[config.mk]
export PLATFORM = sky130hd
export DESIGN_NAME = core_top
export DESIGN_NICKNAME = d
export VERILOG_FILES = /design/src/source/core_pkg.sv /design/src/source/pipeline_control.sv /design/src/source/credit_counter.sv /design/src/source/fetch_stage.sv /design/src/source/decode_stage.sv /design/src/source/execute_stage.sv /design/src/source/core_top.sv
export VERILOG_INCLUDE_DIRS = /design/src /design/src/source
export SDC_FILE = /design/constraint.sdc
export NUM_CORES = 2
export LEC_CHECK = 0
export BUFFER_PORTS_ARGS = -buffer_cell sky130_fd_sc_hd__buf_2
export CAP_MARGIN = 20
export CORE_AREA = 2 2 590 592
export CTS_CLUSTER_DIAMETER = 30
export DETAILED_ROUTE_END_ITERATION = 6
export DIE_AREA = 0 0 592 594
export GPL_TIMING_DRIVEN = 0
export PLACE_DENSITY_LB_ADDON = 0.12
export SLEW_MARGIN = 20
export SYNTH_ARGS = -nofsm -noshare
export SYNTH_HDL_FRONTEND = slang
export SYNTH_SLANG_ARGS = --single-unit
[constraint.sdc]
create_clock -name clk -period 9.5 [get_ports clk]
set_clock_uncertainty 0.05 [all_clocks]
set_input_delay 0.475 -clock clk [delete_from_list [all_inputs] [get_ports clk]]
set_output_delay 0.475 -clock clk [all_outputs]
set_load 0.05 [all_outputs]
[src/source/core_config.svh]
`ifndef CORE_CONFIG_SVH
`define CORE_CONFIG_SVH

// data and instruction width
`define CORE_XLEN 32

// register index width for 32 registers
`define CORE_REG_ADDR_WIDTH 5

// instruction memory word address for 64 words
`define CORE_IMEM_ADDR_WIDTH 6

// trace credits granted after reset
`define CORE_TRACE_CREDITS 4
`define CORE_CREDIT_WIDTH 3

`endif

[src/source/core_pkg.sv]
`include "core_config.svh"

package core_pkg;

    typedef enum logic [5:0] {
        OP_RTYPE = 6'd0,
        OP_J     = 6'd2,
        OP_BEQ   = 6'd4,
        OP_BNE   = 6'd5,
        OP_ADDI  = 6'd8,
        OP_HALT  = 6'd63
    } opcode_e;

    typedef enum logic [5:0] {
        FN_ADD = 6'd32,
        FN_SUB = 6'd34,
        FN_AND = 6'd36,
        FN_OR  = 6'd37,
        FN_SLT = 6'd42
    } funct_e;

    typedef enum logic [2:0] {ALU_ADD, ALU_SUB, ALU_AND, ALU_OR, ALU_SLT} alu_op_e;

    typedef enum logic [2:0] {FLOW_NONE, FLOW_BEQ, FLOW_BNE, FLOW_JUMP, FLOW_HALT} flow_e;

    typedef enum logic [1:0] {RUN_IDLE, RUN_ACTIVE, RUN_HALTED} run_state_e;

    typedef struct packed {
        logic                             valid;
        logic [`CORE_IMEM_ADDR_WIDTH-1:0] addr;
        logic [`CORE_XLEN-1:0]            word;
    } load_t;

    typedef struct packed {
        logic                             valid;
        logic [`CORE_IMEM_ADDR_WIDTH-1:0] pc;
        logic [`CORE_XLEN-1:0]            instr;
    } fetch_t;

    typedef struct packed {
        logic                             valid;
        alu_op_e                          alu_op;
        flow_e                            flow;
        logic [`CORE_XLEN-1:0]            op_a;
        logic [`CORE_XLEN-1:0]            op_b;
        // rt value for beq and bne
        logic [`CORE_XLEN-1:0]            cmp;
        logic [`CORE_REG_ADDR_WIDTH-1:0]  dest;
        logic                             we;
        logic [`CORE_IMEM_ADDR_WIDTH-1:0] target;
    } decode_t;

    // trace record and register file write
    typedef struct packed {
        logic                            valid;
        logic [`CORE_REG_ADDR_WIDTH-1:0] dest;
        logic [`CORE_XLEN-1:0]           value;
    } retire_t;

endpackage

[src/source/pipeline_control.sv]
`timescale 1ns/1ns

module pipeline_control (
    input  logic clk,
    input  logic rst_n,
    input  logic start,
    input  logic wants_retire,
    input  logic redirect,
    input  logic halt_seen,
    input  logic credits_available,
    output logic run,
    output logic stall,
    output logic flush,
    output logic record_fire,
    output logic halted
);

    core_pkg::run_state_e state, state_next;

    always_comb begin
        state_next = state;
        case (state)
            core_pkg::RUN_IDLE: begin
                if (start)
                    state_next = core_pkg::RUN_ACTIVE;
            end
            core_pkg::RUN_ACTIVE: begin
                if (halt_seen)
                    state_next = core_pkg::RUN_HALTED;
            end
            // halted is left only through reset
            default: state_next = state;
        endcase
    end

    always_ff @(posedge clk or negedge rst_n) begin
        if (!rst_n)
            state <= core_pkg::RUN_IDLE;
        else
            state <= state_next;
    end

    assign run    = (state == core_pkg::RUN_ACTIVE);
    assign halted = (state == core_pkg::RUN_HALTED);

    // hold the pipe while a record waits for a credit
    assign stall       = wants_retire && !credits_available;
    assign flush       = redirect || halt_seen;
    assign record_fire = wants_retire && !stall;

endmodule

[src/source/credit_counter.sv]
`timescale 1ns/1ns
`include "core_config.svh"

module credit_counter (
    input  logic clk,
    input  logic rst_n,
    input  logic record_fire,
    input  logic credit_return,
    output logic credits_available
);

    logic [`CORE_CREDIT_WIDTH-1:0] count;

    // fire and return in the same cycle cancel out
    always_ff @(posedge clk or negedge rst_n) begin
        if (!rst_n) begin
            count <= `CORE_CREDIT_WIDTH'(`CORE_TRACE_CREDITS);
        end else if (record_fire && !credit_return) begin
            count <= count - 1'b1;
        end else if (credit_return && !record_fire) begin
            count <= count + 1'b1;
        end
    end

    assign credits_available = (count != '0);

endmodule

[src/source/fetch_stage.sv]
`timescale 1ns/1ns
`include "core_config.svh"

module fetch_stage (
    input  logic                             clk,
    input  logic                             rst_n,
    input  core_pkg::load_t                  load,
    input  logic                             run,
    input  logic                             stall,
    input  logic                             flush,
    input  logic                             redirect,
    input  logic [`CORE_IMEM_ADDR_WIDTH-1:0] redirect_target,
    output core_pkg::fetch_t                 fetched
);

    logic [`CORE_XLEN-1:0] imem [0:(1 << `CORE_IMEM_ADDR_WIDTH)-1];
    logic [`CORE_IMEM_ADDR_WIDTH-1:0] pc;

    // load port writes one word per cycle
    always_ff @(posedge clk) begin
        if (load.valid)
            imem[load.addr] <= load.word;
    end

    always_ff @(posedge clk or negedge rst_n) begin
        if (!rst_n) begin
            pc      <= '0;
            fetched <= '0;
        end else if (redirect) begin
            pc            <= redirect_target;
            fetched.valid <= 1'b0;
        end else if (flush) begin
            fetched.valid <= 1'b0;
        end else if (!stall) begin
            if (run) begin
                fetched.valid <= 1'b1;
                fetched.pc    <= pc;
                fetched.instr <= imem[pc];
                pc            <= pc + 1'b1;
            end else begin
                fetched.valid <= 1'b0;
            end
        end
    end

endmodule

[src/source/decode_stage.sv]
`timescale 1ns/1ns
`include "core_config.svh"

module decode_stage (
    input  logic              clk,
    input  logic              rst_n,
    input  core_pkg::fetch_t  fetched,
    input  logic              stall,
    input  logic              flush,
    input  core_pkg::retire_t retire,
    output core_pkg::decode_t decoded
);

    logic [`CORE_XLEN-1:0] regs [0:(1 << `CORE_REG_ADDR_WIDTH)-1];

    logic [`CORE_REG_ADDR_WIDTH-1:0] rs, rt, rd;
    logic [`CORE_XLEN-1:0]           rs_val, rt_val, imm_ext;
    core_pkg::decode_t               decode_d;

    // zero register reads 0 and a same-cycle retire wins
    function automatic logic [`CORE_XLEN-1:0] read_reg(
        input logic [`CORE_REG_ADDR_WIDTH-1:0] idx
    );
        if (idx == '0)
            return '0;
        else if (retire.valid && retire.dest == idx)
            return retire.value;
        else
            return regs[idx];
    endfunction

    assign rs      = fetched.instr[25:21];
    assign rt      = fetched.instr[20:16];
    assign rd      = fetched.instr[15:11];
    assign imm_ext = {{(`CORE_XLEN-16){fetched.instr[15]}}, fetched.instr[15:0]};

    always_comb begin
        rs_val = read_reg(rs);
        rt_val = read_reg(rt);
    end

    always_ff @(posedge clk) begin
        if (retire.valid)
            regs[retire.dest] <= retire.value;
    end

    always_comb begin
        decode_d        = '0;
        decode_d.valid  = fetched.valid;
        decode_d.alu_op = core_pkg::ALU_ADD;
        decode_d.flow   = core_pkg::FLOW_NONE;
        decode_d.op_a   = rs_val;
        decode_d.op_b   = rt_val;
        decode_d.cmp    = rt_val;
        decode_d.dest   = rd;
        // branch target is pc+1 plus the word offset
        decode_d.target = fetched.pc + 1'b1 + imm_ext[`CORE_IMEM_ADDR_WIDTH-1:0];
        case (core_pkg::opcode_e'(fetched.instr[31:26]))
            core_pkg::OP_RTYPE: begin
                decode_d.we = 1'b1;
                case (core_pkg::funct_e'(fetched.instr[5:0]))
                    core_pkg::FN_ADD: decode_d.alu_op = core_pkg::ALU_ADD;
                    core_pkg::FN_SUB: decode_d.alu_op = core_pkg::ALU_SUB;
                    core_pkg::FN_AND: decode_d.alu_op = core_pkg::ALU_AND;
                    core_pkg::FN_OR:  decode_d.alu_op = core_pkg::ALU_OR;
                    core_pkg::FN_SLT: decode_d.alu_op = core_pkg::ALU_SLT;
                    // unknown funct runs as a no-op
                    default:          decode_d.we = 1'b0;
                endcase
            end
            core_pkg::OP_ADDI: begin
                decode_d.op_b = imm_ext;
                decode_d.dest = rt;
                decode_d.we   = 1'b1;
            end
            core_pkg::OP_BEQ:  decode_d.flow = core_pkg::FLOW_BEQ;
            core_pkg::OP_BNE:  decode_d.flow = core_pkg::FLOW_BNE;
            core_pkg::OP_J: begin
                decode_d.flow   = core_pkg::FLOW_JUMP;
                decode_d.target = fetched.instr[`CORE_IMEM_ADDR_WIDTH-1:0];
            end
            core_pkg::OP_HALT: decode_d.flow = core_pkg::FLOW_HALT;
            default: decode_d.we = 1'b0;
        endcase
    end

    always_ff @(posedge clk or negedge rst_n) begin
        if (!rst_n)
            decoded <= '0;
        else if (flush)
            decoded.valid <= 1'b0;
        else if (!stall)
            decoded <= decode_d;
    end

endmodule

[src/source/execute_stage.sv]
`timescale 1ns/1ns
`include "core_config.svh"

module execute_stage (
    input  core_pkg::decode_t                decoded,
    input  logic                             stall,
    output core_pkg::retire_t                retire,
    output logic                             wants_retire,
    output logic                             redirect,
    output logic                             halt_seen,
    output logic [`CORE_IMEM_ADDR_WIDTH-1:0] redirect_target
);

    logic [`CORE_XLEN-1:0] result;
    logic                  taken;

    always_comb begin
        case (decoded.alu_op)
            core_pkg::ALU_ADD: result = decoded.op_a + decoded.op_b;
            core_pkg::ALU_SUB: result = decoded.op_a - decoded.op_b;
            core_pkg::ALU_AND: result = decoded.op_a & decoded.op_b;
            core_pkg::ALU_OR:  result = decoded.op_a | decoded.op_b;
            core_pkg::ALU_SLT: begin
                result = '0;
                result[0] = $signed(decoded.op_a) < $signed(decoded.op_b);
            end
            default:           result = decoded.op_a + decoded.op_b;
        endcase
    end

    // branch compare and jump resolution
    always_comb begin
        case (decoded.flow)
            core_pkg::FLOW_BEQ:  taken = (decoded.op_a == decoded.cmp);
            core_pkg::FLOW_BNE:  taken = (decoded.op_a != decoded.cmp);
            core_pkg::FLOW_JUMP: taken = 1'b1;
            default:             taken = 1'b0;
        endcase
    end

    assign redirect        = decoded.valid && taken;
    assign redirect_target = decoded.target;
    assign halt_seen       = decoded.valid && (decoded.flow == core_pkg::FLOW_HALT);

    // writes to r0 never leave as records
    assign wants_retire = decoded.valid && decoded.we && (decoded.dest != '0);

    assign retire.valid = wants_retire && !stall;
    assign retire.dest  = decoded.dest;
    assign retire.value = result;

endmodule

[src/source/core_top.sv]
`timescale 1ns/1ns
`include "core_config.svh"

module core_top (
    input  logic              clk,
    input  logic              rst_n,
    input  core_pkg::load_t   load,
    input  logic              start,
    input  logic              credit_return,
    output core_pkg::retire_t trace,
    output logic              halted
);

    core_pkg::fetch_t  fetched;
    core_pkg::decode_t decoded;

    logic run, stall, flush, record_fire;
    logic wants_retire, redirect, halt_seen;
    logic credits_available;
    logic [`CORE_IMEM_ADDR_WIDTH-1:0] redirect_target;

    pipeline_control pipeline_control_i (
        .clk               (clk),
        .rst_n             (rst_n),
        .start             (start),
        .wants_retire      (wants_retire),
        .redirect          (redirect),
        .halt_seen         (halt_seen),
        .credits_available (credits_available),
        .run               (run),
        .stall             (stall),
        .flush             (flush),
        .record_fire       (record_fire),
        .halted            (halted)
    );

    credit_counter credit_counter_i (
        .clk               (clk),
        .rst_n             (rst_n),
        .record_fire       (record_fire),
        .credit_return     (credit_return),
        .credits_available (credits_available)
    );

    fetch_stage fetch_stage_i (
        .clk             (clk),
        .rst_n           (rst_n),
        .load            (load),
        .run             (run),
        .stall           (stall),
        .flush           (flush),
        .redirect        (redirect),
        .redirect_target (redirect_target),
        .fetched         (fetched)
    );

    // retire record feeds the register file and leaves as the trace
    decode_stage decode_stage_i (
        .clk     (clk),
        .rst_n   (rst_n),
        .fetched (fetched),
        .stall   (stall),
        .flush   (flush),
        .retire  (trace),
        .decoded (decoded)
    );

    execute_stage execute_stage_i (
        .decoded         (decoded),
        .stall           (stall),
        .retire          (trace),
        .wants_retire    (wants_retire),
        .redirect        (redirect),
        .halt_seen       (halt_seen),
        .redirect_target (redirect_target)
    );

endmodule

# == After elaboration in Yosys (flattened, before gate mapping) ==
# Memory sizes are Yosys's and may differ from the RTL's.
# Index checks and enable logic that the tools add are counted.
# word_totals
output_inout_bits,39
register_bits,165
inputBits,43
ram_bits,3072
memories,2
# mem_list
memory,depth,word_bits,read_ports,rd_clocked_by_memory_dff,write_ports,line_no,rtl
fetch_stage_i.imem,64,32,1,0,1,fetch_stage.sv:16,logic [`CORE_XLEN-1:0] imem [0:(1 << `CORE_IMEM_ADDR_WIDTH)-1];
decode_stage_i.regs,32,32,2,0,1,decode_stage.sv:14,logic [`CORE_XLEN-1:0] regs [0:(1 << `CORE_REG_ADDR_WIDTH)-1];
# classes
bitwise,5
n_mux,34
add_sub_neg,7
n_eq_ne,30
n_lt_le_gt_ge,1
reduce_logical,29
# op_table
operator,n
2-to-1 mux 32 bit,5
one-hot mux 32 bit (4 select lines),1
2-to-1 mux 115 bit,1
2-to-1 mux 39 bit,1
2-to-1 mux 38 bit,1
== test 6 bit (second input constant),6
adder 32 bit,1
bitwise AND 32 bit,1
== test 32 bit,1
< comparator 32 bit,1
inequality test 32 bit,1
OR 32 bit,1
subtractor 32 bit,1
2-to-1 mux 6 bit,5
one-hot mux 3 bit (4 select lines),2
adder 6 x 1 -> 6 bit (second input constant),2
== test 3 x 2 -> 1 bit (second input constant),4
== test 6 x 3 -> 1 bit (second input constant),2
== test 5 bit,2
logical AND 1 bit,10
logical NOT 5 bit,2
inequality test 2 bit (second input constant),5
2-to-1 mux 1 bit,9
2-to-1 mux 3 bit,3
27 further kinds,38

# == Depth between registers and ports, before layout ==
# depth
depth_word,11
depth_mapped,13
mapped_depth_nobuf,13

# == By module ==
# A second synthesis with hierarchy kept.
# hier_totals
cells_unflattened,7274
hier_area_um2,138922.0
# by_module_without_submodules
mod,cells_each,n_inst,area_per_inst_um2
fetch_stage,3589,1,80443.4
decode_stage,2839,1,52745.6
execute_stage,823,1,5461.5
credit_counter,12,1,160.2
pipeline_control,11,1,111.4

# == Worst setup path after synthesis ==
# No wires, ideal clock.
# synth_timing
kind,reg-to-reg
startpoint,reg decode_stage_i.decoded[83] (netlist name)
endpoint,mem decode_stage_i.regs[0][18] (netlist name) (data pin)
stages_incl_launch_ff,12
required_time_ns,8.794
path_buffers,1
setup_time_ns,0.656
t_arrival_ns,4.619
path_slack_ns,4.174
cell_sequence,dfrtp_1 inv_1 ha_1 buf_4 or3_1 nor3_1 o21ai_0 nand2_1 a21oi_1 o211ai_1 mux2_2 nor3_1
# synth_rtl
item,line_no
"end, declared",decode_stage.sv:14

==> impl_metrics.env <==
export IMPL_synth_simple_gate_area_share_pct=2.10
export IMPL_drv_cap=0
export IMPL_required_ns=8.98
export IMPL_cts_resized=0
export IMPL_maxSlewViolCount=0
export IMPL_globalRouteMet1Util_pct=33.7
export IMPL_drc=0
export IMPL_initial_core_util_pct=39.9
export IMPL_drtAntennaViolNets=0
export IMPL_holdPathStages=1
export IMPL_tritoncts="yes"
export IMPL_antenna_found_initial=26
export IMPL_io_pins=82
export IMPL_clock_sinks=3237
export IMPL_synthMuxAreaShare_pct=22.3
export IMPL_dr_pass1_iters=6
export IMPL_synth_xor_area_share_pct=0.362
export IMPL_drive_above_1_share_pct=38.2
export IMPL_die_h_um=594
export IMPL_rr_worst_depth=11
export IMPL_path_class="reg -> out"
export IMPL_synth_fa_ha_area_share_pct=0.993
export IMPL_p_sw_share_pct=37.0
export IMPL_rsz0062_at_grt="no"
export IMPL_cp_max_fo=33
export IMPL_cp_start_kind="flop"
export IMPL_ys_ff_latch=3237
export IMPL_setup_viol=0
export IMPL_avgSynthCellArea_um2=21.0
export IMPL_hold_path_class="in -> reg"
export IMPL_ys_flop_type="edfxtp_1"
export IMPL_die_area_um2=352000
export IMPL_use_met2_pct=44.3
export IMPL_gp_congestion=0.902
export IMPL_wl_um=473000
export IMPL_power_switching_mw=26.1
export IMPL_pwr_share_clk_pct=34.0
export IMPL_leakage_nw=57.6
export IMPL_dp_hpwl_um=329000
export IMPL_synth_compound_gate_area_share_pct=2.69
export IMPL_tightest_slew_ns=1.28
export IMPL_power_total_mw=70.4
export IMPL_hold_violations=0
export IMPL_grt_use_total_pct=26.8
export IMPL_synth_edf_count=3072
export IMPL_globalRouteOverflowTotal=0
export IMPL_synth_area_um2=138000
export IMPL_ir_worst_vdd_mv=0.339
export IMPL_design_area_um2=174000
export IMPL_num_rows=216
export IMPL_async_flop_share_pct=5.10
export IMPL_p_int_mw=44.3
export IMPL_placed_area_um2=150000
export IMPL_final_nets=7780
export IMPL_p_seq_share_pct=27.3
export IMPL_vias_per_cell=6.01
export IMPL_finalCritPeriodShare_pct=72.1
export IMPL_area_delta_synth_final_pct=26.2
export IMPL_end_kind="primary output"
export IMPL_grt_pass1_vias=79104
export IMPL_worst_ep_arrival_time_ns=6.33
export IMPL_hold_slack_ns=0.0239
export IMPL_grt_busiest_layer="met2"
export IMPL_use_met3_pct=5.55
export IMPL_grt_max_degree=95
export IMPL_yosysUniqueCellTypes=95
export IMPL_utilization_pct=50.4
export IMPL_num_vias=76994
export IMPL_yosysTopAreaCellShare_pct=66.9
export IMPL_fp_dieW_um=592
export IMPL_cts_root_buf="clkbuf_16"
export IMPL_fillers=27617
export IMPL_cts_buffers=691
export IMPL_clock_latency_ns=1.03
export IMPL_min_period_ns=6.85
export IMPL_yosys_warnings=0
export IMPL_dr_first_iter_drc_count=9020
export IMPL_io_buffers=74
export IMPL_cts_htree_levels=6
export IMPL_synth_area_leaders="edfxtp_1 (67%), mux4_2 (21%), dfrtp_1 (3.0%)"
export IMPL_status="completed"
export IMPL_power_density_nw_per_um2=405
export IMPL_seq_area_frac_synth_pct=69.9
export IMPL_power_frac_comb_pct=38.7
export IMPL_clockBufferDepth=4
export IMPL_clk_pin_slew_ns=0.05
export IMPL_routedWlPerCell_um=36.9
export IMPL_relSlewSlack_pct=12.5
export IMPL_synth_top_family_by_area="multiplexers"
export IMPL_yosys_area_top_type="edfxtp_1"
export IMPL_tns_ns=0
export IMPL_grt_pass1_wl_um=645000
export IMPL_core_um2=345000
export IMPL_fmax_mhz=146
export IMPL_syn_instance_count=6565
[area by class of cell]
cell class	count	area [um2]	share of cell area, %
Sequential cell	3237	96400	55.4
Multi-Input combinational cell	2802	40200	23.1
Clock buffer	783	17800	10.2
Clock inverter	487	5730	3.30
Tap cell	4578	5730	3.29
Timing Repair Buffer	341	5600	3.22
Buffer	431	1950	1.12
Inverter	126	473	0.272
Antenna cell	20	50.0	0.0288
[worst paths after layout]
kind | start | to | slack [ns]
min in group asynchronous | rst_n | decode_stage_i.decoded[79]$_DFFE_PN0P_ | 0.03
worst min-delay path | load[30] | fetch_stage_i.imem[17][30]$_DFFE_PP_ | 0.02
max in group asynchronous | rst_n | credit_counter_i.count[2]$_DFFE_PN1P_ | 8.43
worst max register to register | decode_stage_i.decoded[112]$_DFFE_PN0P_ | decode_stage_i.decoded[86]$_DFFE_PN0P_ | 4.11
worst max-delay path | decode_stage_i.decoded[79]$_DFFE_PN0P_ | trace[31] | 2.65
worst min register to register | pipeline_control_i.state[1]$_DFFE_PN0P_ | pipeline_control_i.state[1]$_DFFE_PN0P_ | 0.40
[layout by cell type (no fill, tap or decap), types with 62 or more instances in the layout]
cell and instances:
edfxtp_1 3072, mux4_2 1312, clkbuf_16 697, clkbuf_1 259, nand2_1 228, buf_2 180
dfrtp_1 164, clkinv_2 137, nor2_1 118, inv_1 117, a21oi_1 115, o21ai_0 111
ha_1 103, clkinv_1 101, buf_12 95, bufinv_16 92, buf_16 91, buf_4 90
nor2_4 87, mux2i_1 68, clkbuf_2 66, clkinvlp_4 62
[registers in the layout, summed over array words and instances, names as in the netlist]
| register | flops |
|---|---|
| decode_stage_i.regs | 1024 |
| fetch_stage_i.imem | 2048 |
| fetch_stage_i.fetched | 39 |
| decode_stage_i.decoded | 115 |
| credit_counter_i.count | 3 |
| fetch_stage_i.pc | 6 |
| pipeline_control_i.state | 2 |
[metal layers]
layer	vias up	part of all wire, %	routed length, um
li1	30406	-	-
met1	41882	38	179000
met2	3705	49	233000
met3	981	7.4	35100
met4	20	5.5	25900
met5	-	0.032	151
[power by group through the flow]
stage | combinational, mW | clock (mW) | sequential, mW
floorplan | 14.8 | 0 | 19.3
global placement | 25.4 | 0 | 19.6
detailed placement | 27.1 | 0 | 19.4
CTS | 27.2 | 24.2 | 19.2
global route | 28.1 | 24.9 | 19.2
finish | 27.3 | 24.0 | 19.2
[timing repair]
action                                 4_1_cts  5_1_grt
endpoints found under the hold margin      652      134
hold buffers                                24        5
buffers inserted                             0        0
[stage by stage]
step           cells  worst slack, ns
2_1_floorplan   6596             4.17
3_3_place_gp   11248             1.14
3_5_place_dp   11483             3.69
4_1_cts        12777             2.63
5_1_grt        12795             2.42
6_report       12805             2.65
[logic make-up (layout without fill, tap and decap cells)]
| kind of cell | after synthesis | after routing |
|---|---|---|
| multiplexers | 1419 | 1419 |
| buffers and inverters | 557 | 2168 |
| XOR/XNOR | 57 | 57 |
| AND/OR/NAND/NOR | 637 | 637 |
| adder cells (fa/ha/maj) | 107 | 107 |
| AO/OA/AOI/OAI | 550 | 550 |
| other | 1 | 52 |
| flip-flops | 3237 | 3237 |
[synthesized netlist by cell type, types with 44 or more instances]
master,instances
a21oi_1,116
o21ai_0,112
inv_1,124
mux2i_1,68
nand2_1,228
buf_1,68
clkbuf_1,242
ha_1,103
edfxtp_1,3072
buf_2,102
nor2_1,205
xor2_1,44
mux4_2,1312
dfrtp_1,164
[critical path, cell delays in order, from the launching register on]
cell and delay (ns):
dfrtp_1 0.44, inv_1 0.11, ha_1 0.28, buf_2 0.18, nor2_1 0.06, a221oi_1 0.67, a2111oi_4 0.18, o31ai_1 0.74
a311oi_2 0.33, o31ai_1 0.71, a221o_1 0.29, a21oi_2 0.11, inv_1 0.78, buf_2 0.45
No activity file was read; power rests on OpenSTA's default activity.
